[config.mk]
export PLATFORM = sky130hd
export DESIGN_NAME = vgafb_top
export DESIGN_NICKNAME = d
export VERILOG_FILES = /design/src/vgafb_pkg.sv /design/src/vgafb_cfg_if.sv /design/src/vgafb_top.sv /design/src/vgafb_fifo.sv /design/src/vgafb_fetch.sv /design/src/vgafb_timing.sv /design/src/vgafb_ctlif.sv
export SDC_FILE = /design/constraint.sdc
export NUM_CORES = 2
export LEC_CHECK = 0
export BUFFER_PORTS_ARGS = -buffer_cell sky130_fd_sc_hd__buf_2
export CAP_MARGIN = 20
export CORE_MARGIN = 2
export CORE_UTILIZATION = 60
export CTS_BUF_LIST = sky130_fd_sc_hd__clkbuf_8 sky130_fd_sc_hd__clkbuf_16
export CTS_CLUSTER_SIZE = 28
export DETAILED_ROUTE_END_ITERATION = 10
export GPL_TIMING_DRIVEN = 0
export PLACE_DENSITY_LB_ADDON = 0.2
export SYNTH_ARGS = -nofsm -noshare
export SYNTH_HDL_FRONTEND = slang
export SYNTH_SLANG_ARGS = --single-unit
[constraint.sdc]
create_clock -name sys_clk -period 22.1 [get_ports sys_clk]
set_input_delay 4.42 -clock sys_clk [delete_from_list [all_inputs] [get_ports sys_clk]]
set_output_delay 4.42 -clock sys_clk [all_outputs]
set_load 0.05 [all_outputs]
[src/vgafb_pkg.sv]
//////////////////////////////
// vga framebuffer constants
//////////////////////////////
`default_nettype none

package vgafb_pkg;
	// csr bus shape and bank number.
	localparam int csr_aw = 14;
	localparam int csr_dw = 32;
	localparam logic [3:0] csr_addr = 4'h0;

	// memory port, four beats of 64 bits per burst.
	localparam int fml_depth = 26;
	localparam int mem_dw = 64;
	localparam int burst_len = 4;
	localparam int burst_bytes = 32;
	localparam int beat_w = $clog2(burst_len);
	localparam logic [beat_w-1:0] last_beat = beat_w'(burst_len - 1);

	// pixels and fifo, depth must be a power of two.
	localparam int pix_w = 16;
	localparam int pix_per_word = mem_dw / pix_w;
	localparam int lane_w = $clog2(pix_per_word);
	localparam logic [lane_w-1:0] last_lane = lane_w'(pix_per_word - 1);
	localparam int fifo_depth_words = 16;
	localparam int fifo_aw = $clog2(fifo_depth_words);

	// register widths.
	localparam int timing_width = 11;
	localparam int nbursts_width = 18;
	localparam int clk_sel_width = 2;

	// register map.
	localparam logic [3:0] reg_vga_rst = 4'd0;
	localparam logic [3:0] reg_hres = 4'd1;
	localparam logic [3:0] reg_hsync_start = 4'd2;
	localparam logic [3:0] reg_hsync_end = 4'd3;
	localparam logic [3:0] reg_hscan = 4'd4;
	localparam logic [3:0] reg_vres = 4'd5;
	localparam logic [3:0] reg_vsync_start = 4'd6;
	localparam logic [3:0] reg_vsync_end = 4'd7;
	localparam logic [3:0] reg_vscan = 4'd8;
	localparam logic [3:0] reg_baseaddress = 4'd9;
	localparam logic [3:0] reg_baseaddress_act = 4'd10;
	localparam logic [3:0] reg_nbursts = 4'd11;
	localparam logic [3:0] reg_vga_clk_sel = 4'd12;

	// reset values, 640x480 at 60 hz.
	localparam logic rst_vga_rst = 1'b1;
	localparam logic [timing_width-1:0] rst_hres = 11'd640;
	localparam logic [timing_width-1:0] rst_hsync_start = 11'd656;
	localparam logic [timing_width-1:0] rst_hsync_end = 11'd752;
	localparam logic [timing_width-1:0] rst_hscan = 11'd799;
	localparam logic [timing_width-1:0] rst_vres = 11'd480;
	localparam logic [timing_width-1:0] rst_vsync_start = 11'd491;
	localparam logic [timing_width-1:0] rst_vsync_end = 11'd493;
	localparam logic [timing_width-1:0] rst_vscan = 11'd523;
	localparam logic [nbursts_width-1:0] rst_nbursts = 18'd19200;
	localparam logic [clk_sel_width-1:0] rst_clk_sel = 2'd0;

	// fetch fsm encoding.
	localparam logic [1:0] fetch_idle = 2'd0;
	localparam logic [1:0] fetch_req = 2'd1;
	localparam logic [1:0] fetch_beats = 2'd2;
endpackage

`default_nettype wire
[src/vgafb_cfg_if.sv]
//////////////////////////////
// vga control registers
//////////////////////////////
`default_nettype none

interface vgafb_cfg_if;
	import vgafb_pkg::*;

	logic vga_rst;
	// horizontal timing.
	logic [timing_width-1:0] hres;
	logic [timing_width-1:0] hsync_start;
	logic [timing_width-1:0] hsync_end;
	logic [timing_width-1:0] hscan;
	// vertical timing.
	logic [timing_width-1:0] vres;
	logic [timing_width-1:0] vsync_start;
	logic [timing_width-1:0] vsync_end;
	logic [timing_width-1:0] vscan;
	// dma setup.
	logic [fml_depth-1:0] baseaddress;
	logic [nbursts_width-1:0] nbursts;
	// base latched by fetch at frame start.
	logic baseaddress_ack;

	modport ctl (
		output vga_rst, hres, hsync_start, hsync_end, hscan,
		output vres, vsync_start, vsync_end, vscan,
		output baseaddress, nbursts,
		input baseaddress_ack
	);
	modport timing (
		input vga_rst, hres, hsync_start, hsync_end, hscan,
		input vres, vsync_start, vsync_end, vscan
	);
	modport fetch (
		input vga_rst, baseaddress, nbursts,
		output baseaddress_ack
	);
endinterface

`default_nettype wire

[src/vgafb_top.sv]
//////////////////////////////
// vga framebuffer top
//////////////////////////////
`default_nettype none

module vgafb_top (
	input wire sys_clk,
	input wire sys_rst,

	// csr bus.
	input wire [vgafb_pkg::csr_aw-1:0] csr_a,
	input wire csr_we,
	input wire [vgafb_pkg::csr_dw-1:0] csr_di,
	output logic [vgafb_pkg::csr_dw-1:0] csr_do,

	// memory read port.
	output logic [vgafb_pkg::fml_depth-1:0] mem_adr,
	output logic mem_stb,
	input wire mem_ack,
	input wire [vgafb_pkg::mem_dw-1:0] mem_di,

	// video out.
	output logic hsync,
	output logic vsync,
	output logic de,
	output logic [vgafb_pkg::pix_w-1:0] rgb,
	output logic [vgafb_pkg::clk_sel_width-1:0] vga_clk_sel
);
	import vgafb_pkg::*;

	logic frame_start;
	logic room;
	logic push;
	logic [mem_dw-1:0] wdata;
	logic pix_pop;
	logic [pix_w-1:0] pix_data;

	vgafb_cfg_if cfg ();

	vgafb_ctlif u_ctlif (
		.sys_clk(sys_clk), .sys_rst(sys_rst),
		.csr_a(csr_a), .csr_we(csr_we), .csr_di(csr_di), .csr_do(csr_do),
		.cfg(cfg.ctl),
		.vga_clk_sel(vga_clk_sel)
	);

	vgafb_timing u_timing (
		.sys_clk(sys_clk), .sys_rst(sys_rst),
		.cfg(cfg.timing),
		.pix_data(pix_data), .pix_pop(pix_pop), .frame_start(frame_start),
		.hsync(hsync), .vsync(vsync), .de(de), .rgb(rgb)
	);

	vgafb_fetch u_fetch (
		.sys_clk(sys_clk), .sys_rst(sys_rst),
		.cfg(cfg.fetch),
		.frame_start(frame_start), .room(room), .push(push), .wdata(wdata),
		.mem_adr(mem_adr), .mem_stb(mem_stb), .mem_ack(mem_ack), .mem_di(mem_di)
	);

	// display reset also empties the fifo.
	vgafb_fifo u_fifo (
		.sys_clk(sys_clk), .sys_rst(sys_rst), .flush(cfg.vga_rst),
		.push(push), .wdata(wdata), .room(room),
		.pix_pop(pix_pop), .pix_data(pix_data)
	);
endmodule

`default_nettype wire

[src/vgafb_fifo.sv]
//////////////////////////////
// pixel fifo
//////////////////////////////
`default_nettype none

module vgafb_fifo (
	input wire sys_clk,
	input wire sys_rst,
	input wire flush,

	input wire push,
	input wire [vgafb_pkg::mem_dw-1:0] wdata,
	output logic room,

	input wire pix_pop,
	output logic [vgafb_pkg::pix_w-1:0] pix_data
);
	import vgafb_pkg::*;

	logic [mem_dw-1:0] mem [fifo_depth_words];
	logic [fifo_aw-1:0] wr_ptr;
	logic [fifo_aw-1:0] rd_ptr;
	logic [fifo_aw:0] level;
	logic [lane_w-1:0] lane;
	logic [mem_dw-1:0] head;
	logic push_ok;
	logic pop_ok;
	logic retire;

	// msb of level set means full.
	assign push_ok = push && !level[fifo_aw];
	assign pop_ok = pix_pop && (level != '0);
	// head word leaves after its last lane.
	assign retire = pop_ok && (lane == last_lane);

	// space for one more burst.
	assign room = level <= (fifo_depth_words - burst_len);

	// lane 0 in the low bits.
	assign head = mem[rd_ptr];
	assign pix_data = (level != '0) ? head[lane*pix_w +: pix_w] : '0;

	always_ff @(posedge sys_clk) begin
		if (push_ok)
			mem[wr_ptr] <= wdata;
	end

	always_ff @(posedge sys_clk) begin
		if (sys_rst || flush) begin
			wr_ptr <= '0;
			rd_ptr <= '0;
			level <= '0;
			lane <= '0;
		end else begin
			if (push_ok)
				wr_ptr <= wr_ptr + 1'b1;
			if (retire)
				rd_ptr <= rd_ptr + 1'b1;
			if (pop_ok)
				lane <= lane + 1'b1;
			// level counts whole words.
			case ({push_ok, retire})
				2'b10: level <= level + 1'b1;
				2'b01: level <= level - 1'b1;
				default: ;
			endcase
		end
	end
endmodule

`default_nettype wire

[src/vgafb_fetch.sv]
//////////////////////////////
// framebuffer burst dma
//////////////////////////////
`default_nettype none

module vgafb_fetch (
	input wire sys_clk,
	input wire sys_rst,

	vgafb_cfg_if.fetch cfg,

	input wire frame_start,
	input wire room,
	output logic push,
	output logic [vgafb_pkg::mem_dw-1:0] wdata,

	output logic [vgafb_pkg::fml_depth-1:0] mem_adr,
	output logic mem_stb,
	input wire mem_ack,
	input wire [vgafb_pkg::mem_dw-1:0] mem_di
);
	import vgafb_pkg::*;

	logic [1:0] state;
	logic [nbursts_width-1:0] bursts_left;
	logic [beat_w-1:0] beat;
	logic start;
	logic ack_ok;

	// new frame only from idle.
	assign cfg.baseaddress_ack = (state == fetch_idle) && frame_start && !cfg.vga_rst;
	assign start = cfg.baseaddress_ack && (cfg.nbursts != '0);

	// request only with space for a full burst.
	assign mem_stb = (state == fetch_req) && room && !cfg.vga_rst;
	assign ack_ok = mem_stb && mem_ack;

	// ack cycle carries beat 0.
	assign push = ack_ok || (state == fetch_beats);
	assign wdata = mem_di;

	//////////////////////////////
	// fsm
	//////////////////////////////

	always_ff @(posedge sys_clk) begin
		if (sys_rst || cfg.vga_rst) begin
			state <= fetch_idle;
			bursts_left <= '0;
			beat <= '0;
		end else begin
			// beat index wraps after the last beat.
			if (push)
				beat <= beat + 1'b1;
			case (state)
				fetch_idle: begin
					if (start) begin
						state <= fetch_req;
						bursts_left <= cfg.nbursts;
						mem_adr <= cfg.baseaddress;
					end
				end
				fetch_req: begin
					if (ack_ok) begin
						state <= fetch_beats;
						bursts_left <= bursts_left - 1'b1;
					end
				end
				fetch_beats: begin
					if (beat == last_beat) begin
						// next burst address.
						mem_adr <= mem_adr + fml_depth'(burst_bytes);
						if (bursts_left == '0)
							state <= fetch_idle;
						else
							state <= fetch_req;
					end
				end
				default: state <= fetch_idle;
			endcase
		end
	end
endmodule

`default_nettype wire

[src/vgafb_timing.sv]
//////////////////////////////
// vga sync generator
//////////////////////////////
`default_nettype none

module vgafb_timing (
	input wire sys_clk,
	input wire sys_rst,

	vgafb_cfg_if.timing cfg,

	input wire [vgafb_pkg::pix_w-1:0] pix_data,
	output logic pix_pop,
	output logic frame_start,

	output logic hsync,
	output logic vsync,
	output logic de,
	output logic [vgafb_pkg::pix_w-1:0] rgb
);
	import vgafb_pkg::*;

	logic [timing_width-1:0] hcount;
	logic [timing_width-1:0] vcount;
	logic line_end;
	logic frame_end;
	logic active;
	logic hsync_c;
	logic vsync_c;

	//////////////////////////////
	// counters
	//////////////////////////////

	assign line_end = hcount == cfg.hscan;
	assign frame_end = line_end && (vcount == cfg.vscan);

	// held at 0,0 while the display is in reset.
	always_ff @(posedge sys_clk) begin
		if (sys_rst || cfg.vga_rst) begin
			hcount <= '0;
			vcount <= '0;
		end else if (line_end) begin
			hcount <= '0;
			if (frame_end)
				vcount <= '0;
			else
				vcount <= vcount + 1'b1;
		end else begin
			hcount <= hcount + 1'b1;
		end
	end

	//////////////////////////////
	// decode
	//////////////////////////////

	assign active = (hcount < cfg.hres) && (vcount < cfg.vres);
	assign hsync_c = (hcount >= cfg.hsync_start) && (hcount < cfg.hsync_end);
	assign vsync_c = (vcount >= cfg.vsync_start) && (vcount < cfg.vsync_end);

	// one pixel per active cycle.
	assign pix_pop = active && !cfg.vga_rst;

	// pulse at the end of the last active line.
	// fetch fills the fifo during vertical blanking, ahead of line 0.
	assign frame_start = !cfg.vga_rst && line_end && (vcount == cfg.vres - 1'b1);

	// registered outputs, one cycle behind the counters.
	always_ff @(posedge sys_clk) begin
		if (sys_rst || cfg.vga_rst) begin
			hsync <= 1'b0;
			vsync <= 1'b0;
			de <= 1'b0;
			rgb <= '0;
		end else begin
			hsync <= hsync_c;
			vsync <= vsync_c;
			de <= active;
			// black outside the active area.
			rgb <= active ? pix_data : '0;
		end
	end
endmodule

`default_nettype wire

[src/vgafb_ctlif.sv]
//////////////////////////////
// vga csr register file
//////////////////////////////
`default_nettype none

module vgafb_ctlif (
	input wire sys_clk,
	input wire sys_rst,

	input wire [vgafb_pkg::csr_aw-1:0] csr_a,
	input wire csr_we,
	input wire [vgafb_pkg::csr_dw-1:0] csr_di,
	output logic [vgafb_pkg::csr_dw-1:0] csr_do,

	vgafb_cfg_if.ctl cfg,

	output logic [vgafb_pkg::clk_sel_width-1:0] vga_clk_sel
);
	import vgafb_pkg::*;

	// base the fetch engine is actually using.
	logic [fml_depth-1:0] baseaddress_act;
	logic csr_selected;

	// bank select on the upper address bits.
	assign csr_selected = csr_a[13:10] == csr_addr;

	always_ff @(posedge sys_clk) begin
		if (sys_rst)
			baseaddress_act <= '0;
		else if (cfg.baseaddress_ack)
			baseaddress_act <= cfg.baseaddress;
	end

	//////////////////////////////
	// writes
	//////////////////////////////

	// takes effect on the edge with csr_we high.
	always_ff @(posedge sys_clk) begin
		if (sys_rst) begin
			cfg.vga_rst <= rst_vga_rst;
			cfg.hres <= rst_hres;
			cfg.hsync_start <= rst_hsync_start;
			cfg.hsync_end <= rst_hsync_end;
			cfg.hscan <= rst_hscan;
			cfg.vres <= rst_vres;
			cfg.vsync_start <= rst_vsync_start;
			cfg.vsync_end <= rst_vsync_end;
			cfg.vscan <= rst_vscan;
			cfg.baseaddress <= '0;
			cfg.nbursts <= rst_nbursts;
			vga_clk_sel <= rst_clk_sel;
		end else if (csr_selected && csr_we) begin
			case (csr_a[3:0])
				reg_vga_rst: cfg.vga_rst <= csr_di[0];
				reg_hres: cfg.hres <= csr_di[timing_width-1:0];
				reg_hsync_start: cfg.hsync_start <= csr_di[timing_width-1:0];
				reg_hsync_end: cfg.hsync_end <= csr_di[timing_width-1:0];
				reg_hscan: cfg.hscan <= csr_di[timing_width-1:0];
				reg_vres: cfg.vres <= csr_di[timing_width-1:0];
				reg_vsync_start: cfg.vsync_start <= csr_di[timing_width-1:0];
				reg_vsync_end: cfg.vsync_end <= csr_di[timing_width-1:0];
				reg_vscan: cfg.vscan <= csr_di[timing_width-1:0];
				reg_baseaddress: cfg.baseaddress <= csr_di[fml_depth-1:0];
				// active base is read only.
				reg_nbursts: cfg.nbursts <= csr_di[nbursts_width-1:0];
				reg_vga_clk_sel: vga_clk_sel <= csr_di[clk_sel_width-1:0];
				default: ;
			endcase
		end
	end

	//////////////////////////////
	// reads
	//////////////////////////////

	// one cycle of latency, zero outside the map.
	always_ff @(posedge sys_clk) begin
		if (sys_rst) begin
			csr_do <= '0;
		end else if (!csr_selected) begin
			csr_do <= '0;
		end else begin
			case (csr_a[3:0])
				reg_vga_rst: csr_do <= csr_dw'(cfg.vga_rst);
				reg_hres: csr_do <= csr_dw'(cfg.hres);
				reg_hsync_start: csr_do <= csr_dw'(cfg.hsync_start);
				reg_hsync_end: csr_do <= csr_dw'(cfg.hsync_end);
				reg_hscan: csr_do <= csr_dw'(cfg.hscan);
				reg_vres: csr_do <= csr_dw'(cfg.vres);
				reg_vsync_start: csr_do <= csr_dw'(cfg.vsync_start);
				reg_vsync_end: csr_do <= csr_dw'(cfg.vsync_end);
				reg_vscan: csr_do <= csr_dw'(cfg.vscan);
				reg_baseaddress: csr_do <= csr_dw'(cfg.baseaddress);
				reg_baseaddress_act: csr_do <= csr_dw'(baseaddress_act);
				reg_nbursts: csr_do <= csr_dw'(cfg.nbursts);
				reg_vga_clk_sel: csr_do <= csr_dw'(vga_clk_sel);
				default: csr_do <= '0;
			endcase
		end
	end
endmodule

`default_nettype wire

==> impl_results.md <==
* Setup TNS at 0 ns
* Max Transition Viols Final at 0
* Count leader, synth: edfxtp_1
* Routed len/inst at 31.4 um
* Leak at 0.0202 uW
* PwrDens at 80.8 nW/um^2
* Final instance area at 61500 um^2
* Filler cells at 5509
* Core footprint at 88200 um^2
* Part of the cycle the worst path needs at 32.2%
* Final core utilization at 69.7%
* Mean post-synth cell area at 16.6 um^2
* Clock latency on the worst-skew pair at 0.75 ns
* Full die area at 91300 um^2
* Synthesized flop and latch total at 1319
* Layout Skew at 0.0246 ns
* Sink Count at 1319
* Via Count at 32400
* Hold Fails Final Rpt at 0
* Peak Freq at 140 MHz
* Clock Path Buffers at 3
* # DRC at 0
* Share of cells above drive strength 1 at 22.6%
* Largest net degree at the start of global routing at 23
* Total track usage at 33.8%
* Outcome: completed
* Max-slew headroom at 20.6%
* # IOs at 194
* Post-synth top area cell: edfxtp_1
* Placer congestion estimate at 0.954
* Hold_buf cts at 0
* Cts bufs inserted at 133
* Top cells by count, synth: 1050 x edfxtp_1, 348 x nand2_1, 336 x mux4_2, 269 x dfxtp_1, 151 x clkbuf_1
* Routed Antenna Nets at 0
* Critical Path RT at 17.68 ns
* R2R cell count at 16
* Most used cell, CP: clkbuf_1
* Fin nets at 3793
* Cell Rows at 109
* Yosys top cell area share at 59.1%
* Post-Syn Area at 53400 um^2
* Non-filler cells, final at 4876
* Fin Hold WS at 0.485 ns
* Die Height at 302 um
* Crit-path max cell delay at 0.58 ns
* Maximum level of the CTS H-tree at 4
* Slowest cell on the critical path: a2111oi_2
* # resized after CTS at 0
* DRT Wirelength at 153 mm
* Number of synthesized flops with an enable pin at 1050
* Startpoint types: register
* CP endpoint kind: primary output
* CP arrival at 2.70 ns
* Worst-margin pin slew at 1.16 ns
* VDD IR max at 0.0951 mV
* CP Class: reg -> out
* Crit Path Max Fanout at 10
* Post-synth cell types at 68
* Synth Instances at 3212
* Post-DP HPWL at 100 mm
* Ys Warns at 0
* Cells after DPL at 4621
* Worst-path cell chain: clkbuf_1 > nand2b_1 > clkbuf_1 > a2111oi_2 > buf_2
* Setup Buffers After CTS at 0
* Starting Density at 60.5%
* Final Setup Violations at 0
* Router iterations before antenna repair at 9
* Cell area after placement at 57100 um^2
* Register area share after synthesis at 69.2%
* Ys async rst share at 0%
* Clk pin slew, worst setup/hold paths at 0.06 ns
* Dominant cells by area after synthesis: edfxtp_1 59%, mux4_2 14%, dfxtp_1 10%
* HP Class: reg -> reg
* CTS tree: built
* Initial antenna violation count at 18
* Area delta synth->final at 15.2%
* Top_reg_cell synth: edfxtp_1
* Max_cap viols at 0
* Drt first-iter violations at 4436
* Post-layout min period at 7.12 ns
* Die width at 302 um
* RSZ-0062 raised after global routing: no
* Vias in the first global route at 32100
* Vias/cell at 6.64
* Hold path cells at 2
* Clk root buf: clkbuf_16
* Global-route wire length before repair at 218 mm
* Port Buffer Count at 163
* GRT Residual Overflow at 0
-- registers in the layout (all words and copies together) (netlist names), 5 cells and up, named ones only --
name	flops
u_ctlif.cfg.hres	11
u_ctlif.baseaddress_act	26
u_fetch.mem_adr	26
u_ctlif.cfg.nbursts	18
u_ctlif.cfg.vsync_end	11
u_timing.hcount	11
u_ctlif.cfg.vscan	11
u_timing.rgb	16
u_ctlif.cfg.hscan	11
u_fifo.mem	1024
u_ctlif.cfg.vsync_start	11
u_ctlif.cfg.hsync_end	11
u_ctlif.csr_do	26
u_ctlif.cfg.hsync_start	11
u_fifo.level	5
u_ctlif.cfg.vres	11
u_ctlif.cfg.baseaddress	26
u_fetch.bursts_left	18
u_timing.vcount	11
-- worst paths after layout --
kind / start / end / slack, ns
worst max-delay path: u_fetch.state[0] / mem_stb / 14.98
worst min-delay path: u_fetch.bursts_left[7] / u_fetch.bursts_left[7] / 0.49
worst max register to register: u_timing.vcount[9] / u_fifo.level[4] / 17.14
worst min register to register: u_fetch.bursts_left[7] / u_fetch.bursts_left[7] / 0.49
-- cells in the final DEF (no fill, tap or decap), types with 36 or more instances in the layout --
master	Yosys	final
xor2_1	55	55
clkbuf_1	151	151
nand3b_1	37	37
dfxtp_1	269	269
mux4_2	336	336
ha_1	80	80
clkbuf_16	0	141
buf_2	25	189
a21oi_1	132	132
edfxtp_1	1050	1050
mux2i_1	36	36
inv_1	75	100
nor2_1	145	133
nand2_1	348	348
o21ai_0	56	56
nand3_1	36	36
-- metrics by stage --
stage	power, uW	setup slack [ns]
after floorplan	2750	12.06
after global placement	2790	5.90
after detailed placement	2790	14.46
after CTS	4980	14.96
after global routing	5080	14.82
final	4970	14.98
-- power by group --
part / total [uW] / switching [uW] / internal (uW)
clock network: 2230 / 972 / 1260
registers: 2670 / 0.572 / 2670
logic: 64.5 / 52.0 / 12.5
total: 4970 / 1020 / 3940
-- kinds of logic after synthesis --
logic type / Yosys count / share of synthesized area [%]
AOI/OAI and AO/OA: 345 / 4.23
xor gates and xnor gates: 77 / 1.26
adders and majority gates: 81 / 1.91
buffers and inverters: 271 / 2.09
DFF: 1319 / 69.2
muxes: 373 / 14.9
other: 1 / 0.00703
and+or+nand+nor: 745 / 6.43
-- worst max-delay path: cells and delay by family, from the launching register on --
| family | cells | cell delay [ns] |
|---|---|---|
| compound gates | 1 | 0.58 |
| buf+inv | 3 | 1.00 |
| flops | 1 | 0.31 |
| simple gates | 1 | 0.10 |
-- layout make-up --
type | count | area (um^2) | share of cell area, %
diodes | 9 | 22.5 | 0.0366
plain buffers | 196 | 833 | 1.36
clock buffers | 143 | 3560 | 5.78
clock inverters | 96 | 771 | 1.25
inverters | 75 | 282 | 0.458
multi-input cells | 1627 | 15500 | 25.2
flip-flops and latches | 1319 | 36900 | 60.0
well taps | 1165 | 1460 | 2.37
repair buffers | 246 | 2180 | 3.55
-- metal layers --
layer | vias up | wire, um | global-route usage, % | share of wire [%]
li1 | 13400 | - | - | -
met1 | 16400 | 53600 | 42.0 | 35
met2 | 2173 | 76000 | 56.3 | 50
met3 | 460 | 15000 | 7.26 | 9.8
met4 | 12 | 8410 | 17.4 | 5.5
met5 | - | 80 | 0 | 0.052
Power figures use the tool's default switching activity.
